**src/common/soc_bus_pkg.sv**
```systemverilog
// APB widths and word types, slave-select and offset fields, address map
package soc_bus_pkg;

	// bus widths
	localparam int ADDR_W = 16;
	localparam int DATA_W = 32;

	typedef logic [ADDR_W-1:0] paddr_t;
	typedef logic [DATA_W-1:0] pdata_t;

	// --------------------
	// decode fields

	// slave select in the top address bits
	localparam int SEL_LSB = 14;
	localparam int SEL_MSB = 15;
	localparam int SEL_W = SEL_MSB - SEL_LSB + 1;

	typedef logic [SEL_W-1:0] sel_t;

	// register offset, everything below the select field
	localparam int OFS_W = SEL_LSB;

	typedef logic [OFS_W-1:0] pofs_t;

	// address map, remaining select values are unmapped
	localparam sel_t SEL_TIMER = 2'd0;
	localparam sel_t SEL_UART = 2'd1;

endpackage

```
**src/common/soc_periph_pkg.sv**
```systemverilog
// register offsets and bit positions of the timer and UART transmitter
package soc_periph_pkg;

	// --------------------
	// machine timer

	localparam soc_bus_pkg::pofs_t TMR_CTRL = 'h00;
	localparam soc_bus_pkg::pofs_t TMR_MTIME = 'h08;
	localparam soc_bus_pkg::pofs_t TMR_MTIMEH = 'h0c;
	localparam soc_bus_pkg::pofs_t TMR_MTIMECMP = 'h10;
	localparam soc_bus_pkg::pofs_t TMR_MTIMECMPH = 'h14;

	// ctrl bits
	localparam int TMR_CTRL_EN = 0;

	// --------------------
	// uart transmitter

	// character in the low 8 bits
	localparam soc_bus_pkg::pofs_t UART_TXDATA = 'h00;
	localparam soc_bus_pkg::pofs_t UART_STATUS = 'h04;

	// status bits
	localparam int UART_STATUS_BUSY = 0;

	typedef logic [7:0] byte_t;

endpackage

```
**src/common/apb_if.sv**
```systemverilog
// APB interface with requester and completer modports
`timescale 1ns/10ps

interface apb_if;

	// request, driven by the requester
	logic psel;
	logic penable;
	logic pwrite;
	soc_bus_pkg::paddr_t paddr;
	soc_bus_pkg::pdata_t pwdata;

	// response, valid in the access cycle with pready high
	soc_bus_pkg::pdata_t prdata;
	logic pready;
	logic pslverr;

	modport requester (
		output psel, penable, pwrite, paddr, pwdata,
		input  prdata, pready, pslverr
	);

	modport completer (
		input  psel, penable, pwrite, paddr, pwdata,
		output prdata, pready, pslverr
	);

endinterface

```
**src/hw/apb_splitter.sv**
```systemverilog
// APB decoder for two slaves with response merge and unmapped error reply
`timescale 1ns/10ps

module apb_splitter (
	input  logic     clk,
	input  logic     rst_n,
	apb_if.completer up,
	apb_if.requester tmr,
	apb_if.requester uart
);

	soc_bus_pkg::sel_t sel;

	assign sel = up.paddr[soc_bus_pkg::SEL_MSB:soc_bus_pkg::SEL_LSB];

	// --------------------
	// request side

	// psel only reaches the addressed slave
	assign tmr.psel = up.psel && (sel == soc_bus_pkg::SEL_TIMER);
	assign uart.psel = up.psel && (sel == soc_bus_pkg::SEL_UART);

	assign tmr.penable = up.penable;
	assign tmr.pwrite = up.pwrite;
	assign tmr.paddr = up.paddr;
	assign tmr.pwdata = up.pwdata;

	assign uart.penable = up.penable;
	assign uart.pwrite = up.pwrite;
	assign uart.paddr = up.paddr;
	assign uart.pwdata = up.pwdata;

	// --------------------
	// response side

	// paddr is held through the access, so the live select steers the mux
	always_comb begin
		case (sel)
			soc_bus_pkg::SEL_TIMER: begin
				up.prdata = tmr.prdata;
				up.pready = tmr.pready;
				up.pslverr = tmr.pslverr;
			end
			soc_bus_pkg::SEL_UART: begin
				up.prdata = uart.prdata;
				up.pready = uart.pready;
				up.pslverr = uart.pslverr;
			end
			default: begin
				// unmapped, answer here in the first access cycle
				up.prdata = '0;
				up.pready = 1'b1;
				up.pslverr = up.psel && up.penable;
			end
		endcase
	end

endmodule

```
**src/hw/periph_top.sv**
```systemverilog
// peripheral top level with APB decoder, machine timer and UART transmitter
`timescale 1ns/10ps

module periph_top #(
	parameter int CLK_MHZ = 4,
	parameter int UART_DIV = 8
) (
	input  logic                clk,
	input  logic                rst_n,
	input  logic                psel,
	input  logic                penable,
	input  logic                pwrite,
	input  soc_bus_pkg::paddr_t paddr,
	input  soc_bus_pkg::pdata_t pwdata,
	output soc_bus_pkg::pdata_t prdata,
	output logic                pready,
	output logic                pslverr,
	input  logic                dbg_halt,
	output logic                timer_irq,
	output logic                uart_tx
);

	apb_if up_bus ();
	apb_if tmr_bus ();
	apb_if uart_bus ();

	// --------------------
	// upstream port

	assign up_bus.psel = psel;
	assign up_bus.penable = penable;
	assign up_bus.pwrite = pwrite;
	assign up_bus.paddr = paddr;
	assign up_bus.pwdata = pwdata;

	assign prdata = up_bus.prdata;
	assign pready = up_bus.pready;
	assign pslverr = up_bus.pslverr;

	// --------------------
	// decoder and slaves

	apb_splitter splitter_u (
		.clk   (clk),
		.rst_n (rst_n),
		.up    (up_bus),
		.tmr   (tmr_bus),
		.uart  (uart_bus)
	);

	riscv_timer #(
		.CLK_MHZ (CLK_MHZ)
	) timer_u (
		.clk       (clk),
		.rst_n     (rst_n),
		.apb       (tmr_bus),
		.dbg_halt  (dbg_halt),
		.timer_irq (timer_irq)
	);

	uart_tx_apb #(
		.UART_DIV (UART_DIV)
	) uart_u (
		.clk     (clk),
		.rst_n   (rst_n),
		.apb     (uart_bus),
		.uart_tx (uart_tx)
	);

endmodule

```
**src/timer/riscv_timer.sv**
```systemverilog
// RISC-V machine timer with microsecond tick, mtime/mtimecmp, APB slave and irq
`timescale 1ns/10ps

module riscv_timer #(
	parameter int CLK_MHZ = 4
) (
	input  logic     clk,
	input  logic     rst_n,
	apb_if.completer apb,
	input  logic     dbg_halt,
	output logic     timer_irq
);

	localparam int TICK_W = (CLK_MHZ > 1) ? $clog2(CLK_MHZ) : 1;

	logic [TICK_W-1:0] tick_ctr;
	logic tick;
	logic enable;
	logic [63:0] mtime;
	logic [63:0] mtimecmp;
	soc_bus_pkg::pofs_t ofs;
	logic wr;

	assign ofs = apb.paddr[soc_bus_pkg::OFS_W-1:0];
	assign wr = apb.psel && apb.penable && apb.pwrite;

	// --------------------
	// microsecond tick

	// one tick every CLK_MHZ cycles
	always_ff @(posedge clk or negedge rst_n) begin
		if (!rst_n) begin
			tick_ctr <= '0;
			tick <= 1'b0;
		end else begin
			if (tick_ctr != '0) begin
				tick_ctr <= tick_ctr - 1'b1;
			end else begin
				tick_ctr <= TICK_W'(CLK_MHZ - 1);
			end
			tick <= (tick_ctr == '0);
		end
	end

	// --------------------
	// registers

	always_ff @(posedge clk or negedge rst_n) begin
		if (!rst_n) begin
			enable <= 1'b0;
			mtime <= '0;
			mtimecmp <= '1;
		end else begin
			if (wr && ofs == soc_periph_pkg::TMR_CTRL) begin
				enable <= apb.pwdata[soc_periph_pkg::TMR_CTRL_EN];
			end
			// a bus write wins over the count for that cycle
			if (wr && ofs == soc_periph_pkg::TMR_MTIME) begin
				mtime[31:0] <= apb.pwdata;
			end else if (wr && ofs == soc_periph_pkg::TMR_MTIMEH) begin
				mtime[63:32] <= apb.pwdata;
			end else if (tick && enable && !dbg_halt) begin
				// frozen while the hart sits in debug
				mtime <= mtime + 64'd1;
			end
			if (wr && ofs == soc_periph_pkg::TMR_MTIMECMP) begin
				mtimecmp[31:0] <= apb.pwdata;
			end
			if (wr && ofs == soc_periph_pkg::TMR_MTIMECMPH) begin
				mtimecmp[63:32] <= apb.pwdata;
			end
		end
	end

	// registered compare
	always_ff @(posedge clk or negedge rst_n) begin
		if (!rst_n) begin
			timer_irq <= 1'b0;
		end else begin
			timer_irq <= (mtime >= mtimecmp);
		end
	end

	// read mux, unknown offsets read zero
	always_comb begin
		apb.prdata = '0;
		case (ofs)
			soc_periph_pkg::TMR_CTRL: apb.prdata[soc_periph_pkg::TMR_CTRL_EN] = enable;
			soc_periph_pkg::TMR_MTIME: apb.prdata = mtime[31:0];
			soc_periph_pkg::TMR_MTIMEH: apb.prdata = mtime[63:32];
			soc_periph_pkg::TMR_MTIMECMP: apb.prdata = mtimecmp[31:0];
			soc_periph_pkg::TMR_MTIMECMPH: apb.prdata = mtimecmp[63:32];
			default: apb.prdata = '0;
		endcase
	end

	// no wait states
	assign apb.pready = 1'b1;
	assign apb.pslverr = 1'b0;

endmodule

```
**src/uart/uart_tx_apb.sv**
```systemverilog
// UART transmitter with APB data and status registers and a frame serialiser
`timescale 1ns/10ps

module uart_tx_apb #(
	parameter int UART_DIV = 8
) (
	input  logic     clk,
	input  logic     rst_n,
	apb_if.completer apb,
	output logic     uart_tx
);

	localparam int DIV_W = (UART_DIV > 1) ? $clog2(UART_DIV) : 1;
	// start, 8 data, stop
	localparam logic [3:0] LAST_BIT = 4'd9;

	soc_bus_pkg::pofs_t ofs;
	soc_periph_pkg::byte_t wr_byte;
	soc_periph_pkg::byte_t tx_data;
	logic wr;
	logic start;
	logic busy;
	logic [DIV_W-1:0] div_ctr;
	logic [3:0] bit_ctr;
	logic [9:0] shift;

	assign ofs = apb.paddr[soc_bus_pkg::OFS_W-1:0];
	assign wr = apb.psel && apb.penable && apb.pwrite;
	assign wr_byte = apb.pwdata[7:0];

	// writes while busy are dropped
	assign start = wr && (ofs == soc_periph_pkg::UART_TXDATA) && !busy;

	// --------------------
	// serialiser

	always_ff @(posedge clk or negedge rst_n) begin
		if (!rst_n) begin
			busy <= 1'b0;
			div_ctr <= '0;
			bit_ctr <= '0;
			shift <= '1;
		end else if (start) begin
			busy <= 1'b1;
			div_ctr <= DIV_W'(UART_DIV - 1);
			bit_ctr <= LAST_BIT;
			shift <= {1'b1, wr_byte, 1'b0};
		end else if (busy) begin
			if (div_ctr != '0) begin
				div_ctr <= div_ctr - 1'b1;
			end else begin
				// end of a bit period, shift in idle level
				div_ctr <= DIV_W'(UART_DIV - 1);
				shift <= {1'b1, shift[9:1]};
				if (bit_ctr == '0) begin
					busy <= 1'b0;
				end else begin
					bit_ctr <= bit_ctr - 1'b1;
				end
			end
		end
	end

	assign uart_tx = shift[0];

	// last accepted character, for readback
	always_ff @(posedge clk or negedge rst_n) begin
		if (!rst_n) begin
			tx_data <= '0;
		end else if (start) begin
			tx_data <= wr_byte;
		end
	end

	always_comb begin
		apb.prdata = '0;
		case (ofs)
			soc_periph_pkg::UART_TXDATA: apb.prdata[7:0] = tx_data;
			soc_periph_pkg::UART_STATUS: apb.prdata[soc_periph_pkg::UART_STATUS_BUSY] = busy;
			default: apb.prdata = '0;
		endcase
	end

	assign apb.pready = 1'b1;
	assign apb.pslverr = 1'b0;

endmodule
```
**config.mk**
```make
export PLATFORM = sky130hd
export DESIGN_NAME = periph_top
export DESIGN_NICKNAME = d
export VERILOG_FILES = /design/src/common/soc_bus_pkg.sv /design/src/common/soc_periph_pkg.sv /design/src/common/apb_if.sv /design/src/hw/apb_splitter.sv /design/src/hw/periph_top.sv /design/src/timer/riscv_timer.sv /design/src/uart/uart_tx_apb.sv
export SDC_FILE = /design/constraint.sdc
export NUM_CORES = 1
export LEC_CHECK = 0
export ABC_AREA = 0
export BUFFER_PORTS_ARGS = -buffer_cell sky130_fd_sc_hd__buf_2
export CAP_MARGIN = 20
export CELL_PAD_IN_SITES_DETAIL_PLACEMENT = 1
export CELL_PAD_IN_SITES_GLOBAL_PLACEMENT = 1
export CORE_ASPECT_RATIO = 0.5
export CORE_MARGIN = 8
export CORE_UTILIZATION = 41
export CTS_CLUSTER_SIZE = 25
export DETAILED_ROUTE_END_ITERATION = 10
export PLACE_DENSITY_LB_ADDON = 0.05
export SETUP_SLACK_MARGIN = 0.3
export SYNTH_ARGS = -nofsm -noshare
export SYNTH_HDL_FRONTEND = slang
export SYNTH_SLANG_ARGS = --single-unit
```
**constraint.sdc**
```tcl
create_clock -name clk -period 5.5 [get_ports clk]
set_input_delay 0.55 -clock clk [delete_from_list [all_inputs] [get_ports clk]]
set_output_delay 0.55 -clock clk [all_outputs]
set_load 0.05 [all_outputs]
```
==> reports/qor.yml <==
critical_path:
  cp-start-kind: "input port"
  slowest_delay_ns: 0.59
  crit_chain: "buf_2 -> or4_1 -> nor3_2 -> nand2_1 -> nor3b_4 -> buf_4 -> nand2_1 -> a21oi_1 -> buf_2"
  crit_fanout: 24
  arrival_ns: 3.44
  crit_type: "in -> out"
  cp-end-kind: "primary output"
  slowest_stage: "or4_1"
  worstPathRequired_ns: 4.95
clock_tree:
  cts_resized: 0
  clkLatencyLatePin_ns: 0.45
  postCtsSetupBuffers: 0
  cts_root_buffer: "clkbuf_16"
  cts.clk_slew.worst_paths_ns: 0.06
  numCtsBuffers: 17
  clk_path_buf_depth: 2
  clock_sinks: 158
  hold_buffers: 0
  htree_levels: 4
  cts_tree: "done"
placed_design:
  dp_cells: 1550
  place_congestion: 0.870
  io_buffers: 88
  dp_hpwl_um: 26700
synth:
  yosys.cell_types.count: 66
  syn-num-nets: 1286
  syn_area_um2: 10300
  syn_area_per_cell_um2: 8.89
  synthCells: 1162
  ys_seq_elements: 158
  synth_edf_count: 0
  yosysSeqAreaShare: 0.391
  async_flop_share: 1.00
  yosys-top-cells-area: "dfrtp_1 21%, dfstp_2 19%, ha_1 8.5%"
  synth_most_common_cell: "nand2_1"
  netlist.top_cell.by_area: "dfrtp_1"
  synth_commonest_cells: "156 x nand2_1, 98 x o21ai_0, 85 x dfrtp_1"
  synth.top_cell.area_share: 0.206
  ys.warnings.count: 0
  synth_top_flop_cell: "dfrtp_1"
routing:
  drtIter0Drc: 767
  wl_per_cell_um: 23.5
  dr.pass1.iters: 6
  drcViolationCount: 0
  ant_nets: 0
  drt_wl_total_um: 37200
  num_vias: 9650
  vias_per_cell: 6.10
floorplan:
  die_y_um: 128
  start_util: 0.414
  dieArea_um2: 30800
  die_w_um: 241
  coreArea_um2: 25000
  boundaryPins: 90
  placementRows: 41
sta:
  fin_skew_ns: 0.0123
  clock.fmax_mhz: 251
  finalHoldViolCount: 0
  tns_ns: 0
  min_period_ns: 3.99
  worst_slew_margin_rel: 0.189
  setup_viol: 0
  tightest_slew_ns: 1.22
  rsz0062_at_grt: "no"
  fin_crit_sh: 0.725
  maxSlewViolCount: 0
min_path:
  hold_class: "in -> async"
cells_and_area:
  final_cell_count_no_fill: 1582
  multi_input_area_um2: 5770
  drive_gt1_frac: 0.211
  diodes: 0
  seqCellArea_um2: 4050
  fill_cells: 2925
  area_growth_pct: 13.9
  nets: 1350
power_and_ir_drop:
  ir_drop_mv: 0.223
  power.density_nw_per_um2: 214
  leakage_uw: 0.00508
grt:
  grt_max_degree: 159
  grt_pass1_wl_um: 59000
  global_route.overflow_total: 0
  grt_usage: 0.246
  grt_pass1_vias: 10100
  grt_antenna_before_repair: 0
run:
  maxCapViolations: 0
status:
  outcome: "complete, no violations"
## stage by stage
stage	worst slack, ns	util	instance area [um2]	total power [uW]	hold WS (ns)
finish	1.51	0.471	11800	2520	0.0854
global route	1.31	0.471	11800	2600	0.292
CTS	1.50	0.471	11800	2550	0.306
detailed placement	1.51	0.446	11100	1270	0.437
global placement	1.64	0.445	11100	1270	0.426
floorplan	1.80	-	10300	1200	0.254
## power by group
group / total [uW] / switching, uW / internal [uW]
registers: 1170 / 0.182 / 1170
logic: 81.5 / 60.8 / 20.7
clock network: 1270 / 500 / 772
## per-layer routing
metal | global-route usage | vias up | wire, um
li1 | - | 4426 | -
met1 | 0.346 | 4922 | 17800
met2 | 0.376 | 265 | 16600
met3 | 0.0506 | 37 | 2200
met4 | 0.0700 | 0 | 615
met5 | 0 | - | 0
## area by class of cell
type                    count  area share
clock buffers              26      0.0433
clock inverters             5     0.00872
inverters                  84      0.0268
multi-input cells         861       0.491
flip-flops and latches    158       0.344
well taps                 344      0.0366
repair buffers            104      0.0501
## state kept, by name, summed over array words and instances, names as in the netlist
name	count
timer_u.mtime	64
timer_u.mtimecmp	64
uart_u.shift	9
uart_u.tx_data	8
uart_u.bit_ctr	4
uart_u.div_ctr	3
timer_u.tick_ctr	2
timer_u.enable	1
timer_u.tick	1
timer_u.timer_irq	1
uart_u.busy	1
## critical path, delay by kind of cell
kind                   cells  cell delay (ns)
buffers and inverters      3             0.83
and+or+nand+nor            5             1.87
AOI/OAI and AO/OA          1             0.17
## cells in the final DEF, fill, tap and decap left out, types with 13 or more instances in the layout
master	instances
a21oi_1	82
a221o_1	22
a222oi_1	24
a22o_1	14
and3_1	23
buf_2	88
buf_4	13
clkbuf_16	17
dfrtp_1	85
dfstp_2	73
ha_1	70
inv_1	84
mux2_2	42
nand2_1	155
nand3_1	49
nand4_1	37
nor2_1	35
nor3_1	30
nor4_1	21
o21ai_0	97
or3_1	14
xnor2_1	24
## cells by family (layout without fill, tap and decap cells)
group           after synthesis  after routing  share of synthesized area
simple gates                407            407                      0.199
compound gates              296            296                      0.186
flops                       158            158                      0.391
buf+inv                     143            219                     0.0530
fa+ha+maj                    70             70                     0.0848
mux                          53             53                     0.0564
xor+xnor                     34             34                     0.0288
other cells                   1              1                   0.000363
## worst paths after layout
| path | startpoint | end | slack (ns) | cells past startpoint |
|---|---|---|---|---|
| worst max register to register | timer_u.mtime[19] | timer_u.mtime[34] | 2.43 | 6 |
| worst min register to register | timer_u.tick_ctr[0] | timer_u.tick_ctr[0] | 0.45 | 1 |
| worst min-delay path | rst_n | timer_u.mtime[21] | 0.09 | 2 |
| max in group asynchronous | rst_n | uart_u.tx_data[0] | 4.37 | 2 |
| min in group clk | pwdata[30] | timer_u.mtimecmp[30] | 0.36 | 3 |
| worst max-delay path | paddr[13] | prdata[11] | 1.51 | 9 |
(Power assumes the default switching activity.)
